[src/hw/na_regmap_pkg.sv]
////////////////////////////////////////////////////////////////////////////
// Register map of the network adapter configuration window. Holds the
// word offsets, the feature bit positions, the address regions and the
// width types that the bus, the registers and the list share.
////////////////////////////////////////////////////////////////////////////

`default_nettype none

package na_regmap_pkg;

  // A data word as it travels on the bus and out of every register.
  typedef logic [31:0] word_t;

  // A byte address into the configuration window.
  typedef logic [15:0] addr_t;

  // A word offset, taken from address bits 11 to 2.
  typedef logic [9:0] reg_idx_t;

  // The id of one compute tile as it is stored in the list.
  typedef logic [15:0] ct_id_t;

  // Word offsets of the scalar registers.
  // Offsets 2 and 5 are holes and read as zero.
  localparam reg_idx_t REG_TILEID          = 10'd0;
  localparam reg_idx_t REG_NUMTILES        = 10'd1;
  localparam reg_idx_t REG_CONF            = 10'd3;
  localparam reg_idx_t REG_COREBASE        = 10'd4;
  localparam reg_idx_t REG_DOMAIN_NUMCORES = 10'd6;
  localparam reg_idx_t REG_GMEM_SIZE       = 10'd7;
  localparam reg_idx_t REG_GMEM_TILE       = 10'd8;
  localparam reg_idx_t REG_LMEM_SIZE       = 10'd9;
  localparam reg_idx_t REG_NUMCTS          = 10'd10;
  localparam reg_idx_t REG_SEED            = 10'd11;

  // The clock-domain-crossing group starts at byte 0x100.
  localparam reg_idx_t REG_CDC             = 10'd64;
  localparam reg_idx_t REG_CDC_DYN         = 10'd65;
  localparam reg_idx_t REG_CDC_CONF        = 10'd66;

  // Bit positions of the feature flags in the REG_CONF word.
  localparam int REGBIT_CONF_MPSIMPLE = 0;
  localparam int REGBIT_CONF_DMA      = 1;

  // Address bits 11 to 9 select the compute-tile list at byte 0x200.
  localparam logic [2:0] CTLIST_REGION = 3'b001;

  // Feedback mask of the Galois LFSR behind the seed register.
  localparam word_t SEED_TAPS = 32'h8020_0003;

endpackage

`default_nettype wire
[src/hw/na_conf_pkg.sv]
////////////////////////////////////////////////////////////////////////////
// System configuration that this tile reports to software. The values
// describe an eight tile system with one memory tile and one I/O tile.
////////////////////////////////////////////////////////////////////////////

`default_nettype none

package na_conf_pkg;

  import na_regmap_pkg::*;

  // Position of this tile and the size of the system.
  localparam word_t TILE_ID   = 32'd2;
  localparam word_t NUM_TILES = 32'd8;

  // Each tile carries two cores, so this tile starts at core 4.
  localparam word_t CORES_PER_TILE = 32'd2;
  localparam word_t CORE_BASE      = 32'd4;

  // Global memory lives in tile 3; local memory is per tile.
  localparam word_t GMEM_SIZE = 32'h0100_0000;
  localparam word_t GMEM_TILE = 32'd3;
  localparam word_t LMEM_SIZE = 32'h0000_8000;

  // Number of compute tiles. The list below never holds more than 64.
  localparam int unsigned NUM_CTS = 6;

  // Tiles 3 and 7 are not compute tiles, so they are missing here.
  // Entries past NUM_CTS are zero.
  localparam ct_id_t CT_LIST [64] = '{
    0:       16'd0,
    1:       16'd1,
    2:       16'd2,
    3:       16'd4,
    4:       16'd5,
    5:       16'd6,
    default: 16'd0
  };

  // Network adapter features built into this tile.
  localparam logic NA_ENABLE_MPSIMPLE = 1'b1;
  localparam logic NA_ENABLE_DMA      = 1'b1;

  // Clock-domain-crossing capabilities and the reset setting.
  localparam logic       CDC_PRESENT      = 1'b1;
  localparam logic       CDC_DYNAMIC      = 1'b1;
  localparam logic [2:0] CDC_CONF_DEFAULT = 3'd1;

  // Start value of the seed LFSR. It must not be zero.
  localparam word_t SEED_INIT = 32'hace1_2468;

endpackage

`default_nettype wire

[src/hw/na_conf_top.sv]
////////////////////////////////////////////////////////////////////////////
// Configuration window of the tile network adapter. Connects the bus
// slave to the scalar register block and the compute-tile list lookup.
////////////////////////////////////////////////////////////////////////////

`timescale 1ns/10ps
`default_nettype none

module na_conf_top
  import na_regmap_pkg::*;
(
  input  logic       clk,
  input  logic       rst,
  input  logic       req,
  input  addr_t      adr,
  input  logic       we,
  input  word_t      wdata,
  output logic       ack,
  output word_t      rdata,
  output logic       err,
  output logic [2:0] cdc_conf,
  output logic       cdc_enable
);

  // Single-cycle access strobes from the slave.
  logic  rd_stb;
  logic  wr_stb;

  // Read data returned by the two side blocks.
  word_t reg_rdata;
  word_t ct_rdata;

  // The slave runs the handshake and picks one of the two read paths.
  na_bus_slave u_slave (
    .clk       (clk),
    .rst       (rst),
    .req       (req),
    .adr       (adr),
    .we        (we),
    .wdata     (wdata),
    .ack       (ack),
    .rdata     (rdata),
    .err       (err),
    .rd_stb    (rd_stb),
    .wr_stb    (wr_stb),
    .reg_rdata (reg_rdata),
    .ct_rdata  (ct_rdata)
  );

  // Scalar registers, seed and CDC setting.
  na_conf_regs u_regs (
    .clk        (clk),
    .rst        (rst),
    .adr        (adr),
    .rd_stb     (rd_stb),
    .wr_stb     (wr_stb),
    .wdata      (wdata),
    .reg_rdata  (reg_rdata),
    .cdc_conf   (cdc_conf),
    .cdc_enable (cdc_enable)
  );

  // Compute-tile list, decoded straight from the address.
  na_ctlist u_ctlist (
    .adr      (adr),
    .ct_rdata (ct_rdata)
  );

endmodule

`default_nettype wire

[src/hw/na_bus_slave.sv]
////////////////////////////////////////////////////////////////////////////
// Four-phase req/ack slave of the configuration window. Checks the region,
// strobes the register block, selects the read data and flags errors.
////////////////////////////////////////////////////////////////////////////

`timescale 1ns/10ps
`default_nettype none

module na_bus_slave
  import na_regmap_pkg::*;
(
  input  logic  clk,
  input  logic  rst,
  input  logic  req,
  input  addr_t adr,
  input  logic  we,
  input  word_t wdata,
  output logic  ack,
  output word_t rdata,
  output logic  err,
  output logic  rd_stb,
  output logic  wr_stb,
  input  word_t reg_rdata,
  input  word_t ct_rdata
);

  // IDLE waits for req, ACCESS is the single strobe cycle and RESP holds
  // ack until the master lets go of req.
  typedef enum logic [1:0] {
    IDLE,
    ACCESS,
    RESP
  } state_t;

  state_t state;

  // The window only covers the lowest 4 KiB.
  logic  adr_valid;

  // Read data of the addressed side block.
  word_t sel_rdata;

  assign adr_valid = (adr[15:12] == 4'h0);

  // The list window at byte 0x200 comes from the lookup, everything else
  // in the valid range from the scalar registers.
  assign sel_rdata = (adr[11:9] == CTLIST_REGION) ? ct_rdata : reg_rdata;

  // Strobes are high for the one ACCESS cycle. An invalid address never
  // reaches the register block, so it cannot step the seed or touch CDC.
  assign rd_stb = (state == ACCESS) && adr_valid && !we;
  assign wr_stb = (state == ACCESS) && adr_valid && we;

  // Handshake control. The master holds adr, we and wdata stable while
  // req is high, so the address seen in ACCESS is the requested one.
  always_ff @(posedge clk) begin
    if (rst) begin
      state <= IDLE;
      ack   <= 1'b0;
    end else begin
      case (state)
        IDLE: begin
          if (req) begin
            state <= ACCESS;
          end
        end
        ACCESS: begin
          state <= RESP;
          ack   <= 1'b1;
        end
        RESP: begin
          // Stay here as long as the master needs; no new access starts.
          if (!req) begin
            state <= IDLE;
            ack   <= 1'b0;
          end
        end
        default: begin
          state <= IDLE;
          ack   <= 1'b0;
        end
      endcase
    end
  end

  // Response payload. It is loaded on the edge that raises ack and then
  // stays put for the whole RESP phase.
  always_ff @(posedge clk) begin
    if (state == ACCESS) begin
      rdata <= adr_valid ? sel_rdata : '0;
      err   <= !adr_valid;
    end
  end

endmodule

`default_nettype wire

[src/hw/na_conf_regs.sv]
////////////////////////////////////////////////////////////////////////////
// Scalar configuration registers. Decodes the word offset into the fixed
// system facts, runs the seed LFSR and holds the writable CDC setting.
////////////////////////////////////////////////////////////////////////////

`timescale 1ns/10ps
`default_nettype none

module na_conf_regs
  import na_regmap_pkg::*;
  import na_conf_pkg::*;
(
  input  logic       clk,
  input  logic       rst,
  input  addr_t      adr,
  input  logic       rd_stb,
  input  logic       wr_stb,
  input  word_t      wdata,
  output word_t      reg_rdata,
  output logic [2:0] cdc_conf,
  output logic       cdc_enable
);

  // Word offset of the current access.
  reg_idx_t idx;

  // Current seed and the value after one LFSR step.
  word_t seed;
  word_t seed_next;

  assign idx = adr[11:2];

  // Galois LFSR step. The word shifts right by one bit, and the taps are
  // folded in whenever a one drops out of the low end.
  assign seed_next = {1'b0, seed[31:1]} ^ (seed[0] ? SEED_TAPS : '0);

  // Read decode. This is purely combinational from the address so that
  // the bus slave can capture it on the edge that ends its access cycle.
  always_comb begin
    reg_rdata = '0;
    case (idx)
      REG_TILEID:          reg_rdata = TILE_ID;
      REG_NUMTILES:        reg_rdata = NUM_TILES;
      REG_CONF: begin
        // Only the two feature bits are defined, the rest reads zero.
        reg_rdata[REGBIT_CONF_MPSIMPLE] = NA_ENABLE_MPSIMPLE;
        reg_rdata[REGBIT_CONF_DMA]      = NA_ENABLE_DMA;
      end
      REG_COREBASE:        reg_rdata = CORE_BASE;
      REG_DOMAIN_NUMCORES: reg_rdata = CORES_PER_TILE;
      REG_GMEM_SIZE:       reg_rdata = GMEM_SIZE;
      REG_GMEM_TILE:       reg_rdata = GMEM_TILE;
      REG_LMEM_SIZE:       reg_rdata = LMEM_SIZE;
      REG_NUMCTS:          reg_rdata = word_t'(NUM_CTS);
      REG_SEED:            reg_rdata = seed;
      REG_CDC:             reg_rdata = word_t'(CDC_PRESENT);
      REG_CDC_DYN:         reg_rdata = word_t'(CDC_DYNAMIC);
      REG_CDC_CONF:        reg_rdata = word_t'(cdc_conf);
      // Holes and unassigned offsets read as zero.
      default:             reg_rdata = '0;
    endcase
  end

  // The seed advances once per read of REG_SEED. The read data has been
  // taken from the old value on the same edge, so software sees SEED_INIT
  // first and then each successive step.
  always_ff @(posedge clk) begin
    if (rst) begin
      seed <= SEED_INIT;
    end else if (rd_stb && (idx == REG_SEED)) begin
      seed <= seed_next;
    end
  end

  // The CDC setting is the only writable register. A write loads the low
  // three data bits and raises cdc_enable for one cycle so the clock logic
  // picks up the new value. Writes to any other offset are dropped.
  always_ff @(posedge clk) begin
    if (rst) begin
      cdc_conf   <= CDC_CONF_DEFAULT;
      cdc_enable <= 1'b0;
    end else begin
      cdc_enable <= 1'b0;
      if (wr_stb && (idx == REG_CDC_CONF)) begin
        cdc_conf   <= wdata[2:0];
        cdc_enable <= 1'b1;
      end
    end
  end

endmodule

`default_nettype wire

[src/hw/na_ctlist.sv]
////////////////////////////////////////////////////////////////////////////
// Compute-tile list lookup. Places one 16-bit list entry into the half of
// a 32-bit word that address bit 1 selects.
////////////////////////////////////////////////////////////////////////////

`timescale 1ns/10ps
`default_nettype none

module na_ctlist
  import na_regmap_pkg::*;
  import na_conf_pkg::*;
(
  input  addr_t adr,
  output word_t ct_rdata
);

  // The list as software sees it, with the order of CT_LIST reversed.
  ct_id_t rev_list [64];

  // Halfword index inside the list window.
  logic [5:0] k;

  // The entry selected by the current address.
  ct_id_t entry;

  assign k = adr[6:1];

  // Build the reversed table at elaboration time. Index k maps to entry
  // NUM_CTS-1-k of the package list, and indices past the end are zero.
  for (genvar i = 0; i < 64; i++) begin : g_rev
    if (i < NUM_CTS) begin : g_used
      assign rev_list[i] = CT_LIST[NUM_CTS - 1 - i];
    end else begin : g_unused
      assign rev_list[i] = '0;
    end
  end

  assign entry = rev_list[k];

  // Two entries share one word. The even halfword sits in the upper half
  // and the odd halfword in the lower half; the other half reads zero.
  always_comb begin
    if (adr[1]) begin
      ct_rdata = {16'h0000, entry};
    end else begin
      ct_rdata = {entry, 16'h0000};
    end
  end

endmodule

`default_nettype wire

[config.mk]
export PLATFORM = sky130hd
export DESIGN_NAME = na_conf_top
export DESIGN_NICKNAME = d
export VERILOG_FILES = /design/src/hw/na_regmap_pkg.sv /design/src/hw/na_conf_pkg.sv /design/src/hw/na_conf_top.sv /design/src/hw/na_bus_slave.sv /design/src/hw/na_conf_regs.sv /design/src/hw/na_ctlist.sv
export SDC_FILE = /design/constraint.sdc
export NUM_CORES = 1
export LEC_CHECK = 0
export ABC_AREA = 1
export BUFFER_PORTS_ARGS = -buffer_cell sky130_fd_sc_hd__buf_4
export CAP_MARGIN = 25
export CORE_MARGIN = 2
export CORE_UTILIZATION = 52
export DETAILED_ROUTE_END_ITERATION = 16
export PLACE_DENSITY = 0.79
export SETUP_SLACK_MARGIN = 0.4
export SLEW_MARGIN = 0
export SYNTH_ARGS = -nofsm -noshare
export SYNTH_HDL_FRONTEND = slang
export SYNTH_SLANG_ARGS = --single-unit
[constraint.sdc]
create_clock -name clk -period 6.4 [get_ports clk]
set_clock_uncertainty 0.2 [all_clocks]
set_input_delay 1.28 -clock clk [delete_from_list [all_inputs] [get_ports clk]]
set_output_delay 1.28 -clock clk [all_outputs]
set_load 0.1 [all_outputs]
* After elaboration in Yosys (flattened, before gate mapping)
Memories as Yosys holds them, arrays and structs flattened.
Index checks and enable logic that the tools add are counted.
** Storage, ports and cells
- Register bits after elaboration :: 72
- Memory bits (read-only) :: 1024
- Input bits :: 52
- Output and inout port bits :: 38
- Word-level logic and storage cells :: 58
- Memories :: 1
** Memory list
- (no name shown) :: words 64, bits a word 16, rd ports 1, clocked after Yosys merged registers in 0, write ports 0, line na_ctlist.sv:38 : assign entry = rev_list[k];
** Cells by class
- Magnitude comparators :: 1
- Equal/unequal tests :: 17
- Muxes and demuxes :: 13
- Bitwise logic cells :: 3
- Reductions and logical operators :: 16
** Operators by type and width (number)
- 30-bit case mux with 6 select lines :: 1
- 32-bit two-way mux :: 3
- 10-bit by 4-bit == test with 1-bit output, second input constant :: 4
- 16-bit two-way mux :: 2
- 31-bit by 32-bit XOR with 32-bit output :: 1
- 10-bit by 3-bit == test with 1-bit output, second input constant :: 3
- 10-bit by 7-bit == test with 1-bit output, second input constant :: 3
- 10-bit by 1-bit == test with 1-bit output, second input constant :: 1
- 10-bit by 2-bit == test with 1-bit output, second input constant :: 1
- 10-bit zero test :: 1
- 2-bit case mux with 5 select lines :: 1
- 7-bit >= comparator, second input constant :: 1
- 6-bit inverter with 7-bit output :: 1
- 2-bit case mux with 3 select lines :: 1
- 2-bit OR reduction :: 3
- 1-bit logical AND :: 5
- 4-bit zero test :: 1
- 2-bit two-way mux :: 2
- 2-bit != test, second input constant :: 2
- 2-bit AND reduction :: 2
- 3-bit by 1-bit == test with 1-bit output, second input constant :: 1
- 1-bit case mux with 3 select lines :: 1
- 3-bit OR reduction :: 1
- 2-bit by 1-bit == test with 1-bit output, second input constant :: 1
- other kinds (5) :: 7

* Logic depth before layout (Yosys ltp)
- Depth after elaboration :: 6
- Depth in mapped cells :: 11
- Gate-level depth less buffers :: 10

* Cells and area by module
A second synthesis with hierarchy kept.
** Second synthesis, totals
- Cell total of the unflattened synthesis :: 578
- Area, all modules :: 4071.4 µm²
** By module, submodules not included
- na_conf_regs :: times used 1, cells each 296, area an instance 1886.8 µm², sequential area each 720.7 µm²
- na_bus_slave :: times used 1, cells each 231, area an instance 1851.8 µm², sequential area each 1051.0 µm²
- na_ctlist :: times used 1, cells each 51, area an instance 332.8 µm², sequential area each 0.0 µm²

* Worst setup path after synthesis
No wires, ideal clock.
- Path kind :: in2reg
- Start :: input port adr[15]
- End :: register u_slave.rdata[11], data pin
- Arrival :: 2.025 ns
- Data required time :: 5.932 ns
- Path slack :: 3.907 ns
- Stages on the path :: 6
- Path buffers :: 1
- Cells stage by stage :: nor2_1 -> nand2_1 -> inv_1 -> nand2_1 -> clkbuf_1 -> nor3_1
** On the way
- Word-level cells in the longest chain between the ends :: 1
** RTL lines
- from (decl) :: line na_conf_top.sv:15 : input addr_t adr,
- 4-bit zero test :: line na_bus_slave.sv:43 : assign adr_valid = (adr[15:12] == 4'h0);
- to (signal assigned) :: line na_bus_slave.sv:90 : rdata <= adr_valid ? sel_rdata : '0;
- to (decl) :: line na_bus_slave.sv:19 : output word_t rdata,
No other way between the ends.
A chain may end at the register's enable or synchronous reset.

* Worst setup path in the final report
- Start :: input port adr[11]
- End :: register u_slave.rdata[3], data pin
** On the way
- Word-level cells in the longest chain between the ends :: 4
- Elaborated cells on any way between the ends :: 11
- Those cells by class :: eq/ne: 8; mux: 2; reduce/logical: 1
** RTL lines
- 10-bit by 3-bit == test with 1-bit output / 10-bit by 4-bit == test with 1-bit output (equally long branches) :: line na_conf_regs.sv:41 : case (idx)
- 2-bit OR reduction (no line)
- 30-bit case mux with 6 select lines :: line na_conf_regs.sv:41
- 32-bit two-way mux (*) :: line na_bus_slave.sv:47 : assign sel_rdata = (adr[11:9] == CTLIST_REGION) ? ct_rdata : reg_rdata;
Every way passes the cells marked *; elsewhere a longest branch is shown, timed or not.

==> flow_metrics.tcl <==
set metrics [dict create \
    status "finished, final reports clean" \
    vias_per_cell 5.22 \
    rsz0062_at_grt "no" \
    holdPathEnd "u_slave.state[0]" \
    min_from "u_slave.state[0]" \
    clockPowerShare_pct 38.7 \
    regArea_um2 1770 \
    grt_pass1_vias 2527 \
    drive_gt1_share_pct 26.0 \
    slew_headroom_pct 45.8 \
    syn_nets 421 \
    core_um2 6030 \
    dp_hpwl_um 4640 \
    die_x_um 83.5 \
    dieArea_um2 6970 \
    switching_power_mw 0.303 \
    syn-cell-area_um2 3280 \
    crit_required_ns 6.30 \
    period_minus_slack_ns 3.06 \
    numPortBuffers 59 \
    r2r-start "u_slave.state[0]" \
    synth_area_leaders "edfxtp_1 (30%), dfxtp_1 (24%), nor2_1 (8.3%)" \
    synth.avg_cell_area_um2 8.97 \
    p_sw_share_pct 28.6 \
    cts.sinks 72 \
    ys_warn_count 0 \
    setup-tns-final_ns 0 \
    r2r-end "u_regs.seed[28]" \
    path_max_fanout 22 \
    crit_chain "buf_4 -> nor2_4 -> nand2_1 -> nand2_1 -> inv_1 -> nand2_1 -> nor2_1" \
    hold_viol_final 0 \
    antenna_found_initial 0 \
    routedWlPerCell_um 13.9 \
    grtUsageTotal_pct 21.0 \
    clk_pin_slew_ns 0.07 \
    syn_inst 366 \
    ys_seq_area_share_pct 54.0 \
    power-per-cell-area_nw_per_um2 265 \
    cts-root-buf "clkbuf_8" \
    grt_max_degree 35 \
    antenna_left 0 \
    drc 0 \
    synth_top_area_cell "edfxtp_1" \
    multi_input_area_um2 1290 \
    syn2layout_area_growth_pct 21.6 \
    combinationalPowerShare_pct 14.5 \
    drv_slew 0 \
    gp_congestion 0.850 \
    setup_viol 0 \
    nets 480 \
    setup_ws_ns 3.34 \
    cp_slowest_cell "nand2_1" \
    max_freq_mhz 326 \
    crit_top_cell "nand2_1" \
    critPathArrivalTime_ns 2.96 \
    max-cap-violations 0 \
    rr_worst_depth 9 \
    ctsHoldBuffers 0 \
    critPathLaunchType "primary input" \
    internal-power_mw 0.757 \
    htree_levels 3 \
    first_iter_violations 210 \
    r2r_setup_slack_ns 4.59 \
    seq_power_share_pct 46.8 \
    cts_tree "yes" \
    synth.distinct_cells 32 \
    die_h_um 83.5 \
    vdd_drop_max_mv 0.172 \
    clkLatencyLatePin_ns 0.35 \
    period_share_pct 47.9 \
    tightest_slew_ns 0.811 \
    grt_overflow 0 \
    slowest_delay_ns 0.64 \
    synth_top_area_share_pct 30.2 \
    firstDrtPassIters 4 \
    cts_buffer_depth 2 \
    cts_buffers 9 \
    min_path_type "reg -> reg" \
    cts_resized 0 \
    ys_seq_elements 72 \
    num_rows 28 \
    ios 90 \
    postCtsSetupBuffers 0 \
    n_fill_cell 480 \
    path_class "in -> reg" \
    end_kind "flop" \
    finalWirelength_um 7010 \
    antennaDiodeCount 0 \
    hold_depth 1 \
    pre_cts_ws_ns 3.01 \
    start_util_pct 54.5 \
    power.leakage_nw 1.73 \
    grt_pass1_wl_um 11800 \
    vias 2636 \
]
## area by class of cell
class	instances	area share (%)
sequential	72	44.4
multi-input combinational	245	32.2
timing repair buffer	61	12.0
clock buffer	10	3.45
inverter	36	3.38
tap	75	2.35
clock inverter	6	2.29
## critical path: cells and delay by family
kind,cells,cell delay (ns)
AND/OR/NAND/NOR,5,1.23
buffers and inverters,2,0.44
## flip-flops by register name, summed over array words and instances (netlist names)
signal	cells
u_slave.rdata	32
u_regs.seed	32
u_regs.cdc_enable	1
u_regs.cdc_conf	3
u_slave.state	2
u_slave.ack	1
u_slave.err	1
## layout by cell type, fill, tap and decap left out, drive strengths merged
cell type  instances
nand3             19
a211oi             1
a21o               1
xnor2              1
nor4               2
nand4              1
xor2               2
dfxtp             39
bufinv             2
ha                 3
o211ai            12
o21ai             26
inv               36
nor3              14
o31ai              1
buf               61
a21oi              5
nand2             73
clkinv             4
edfxtp            33
nor2              84
clkbuf            10
## Yosys cell counts (all sizes together)
| cell | count |
|---|---|
| clkinv | 1 |
| o31ai | 1 |
| nand3 | 19 |
| a21o | 1 |
| o211ai | 12 |
| o21ai | 26 |
| xor2 | 2 |
| nor3 | 14 |
| dfxtp | 39 |
| buf | 7 |
| nor4 | 2 |
| a211oi | 1 |
| a21oi | 5 |
| nand4 | 1 |
| nand2 | 73 |
| edfxtp | 33 |
| clkbuf | 6 |
| xnor2 | 1 |
| nor2 | 84 |
| ha | 3 |
| inv | 35 |
## metal layers
layer,track usage (%),vias up,wire (um)
met5,0,-,0
met4,8.36,0,129
met3,3.96,13,406
met2,35.3,88,3450
met1,27.0,1219,3030
li1,-,1316,-
## power groups by stage
stage | clock network [mW] | logic [mW] | registers [mW]
2_1_floorplan | 0 | 0.0273 | 0.594
3_3_place_gp | 0 | 0.151 | 0.506
3_5_place_dp | 0 | 0.154 | 0.507
4_1_cts | 0.411 | 0.155 | 0.496
5_1_grt | 0.433 | 0.161 | 0.498
6_report | 0.410 | 0.154 | 0.496
## worst max path at each step
stage,start,end,slack (ns),cells after the start
final,adr[11],u_slave.rdata[3],3.34,7
after global routing,adr[15],u_slave.rdata[3],3.14,8
after CTS,adr[15],u_slave.rdata[24],3.34,8
after detailed placement,adr[11],u_slave.rdata[24],3.01,7
after global placement,adr[11],u_slave.rdata[24],3.06,7
after floorplan,adr[15],u_slave.rdata[11],3.91,6
## logic make-up after synthesis
family	synth area share, %
DFF	54.0
xor gates and xnor gates	0.800
and+or+nand+nor	27.6
adders and majority gates	1.14
buffers and inverters	6.86
AOI/OAI and AO/OA	9.60
## through the flow
| stage | instance area (um2) | total power, mW | utilization, % | cells | hold slack (ns) |
|---|---|---|---|---|---|
| 2_1_floorplan | 3280 | 0.621 | - | 366 | 0.195 |
| 3_3_place_gp | 3740 | 0.657 | 62.0 | 488 | 0.202 |
| 3_5_place_dp | 3760 | 0.661 | 62.5 | 489 | 0.211 |
| 4_1_cts | 3990 | 1.06 | 66.3 | 505 | 0.221 |
| 5_1_grt | 3990 | 1.09 | 66.3 | 505 | 0.228 |
| 6_report | 3990 | 1.06 | 66.3 | 505 | 0.218 |
Note: power is estimated with default switching activity, not from simulation.
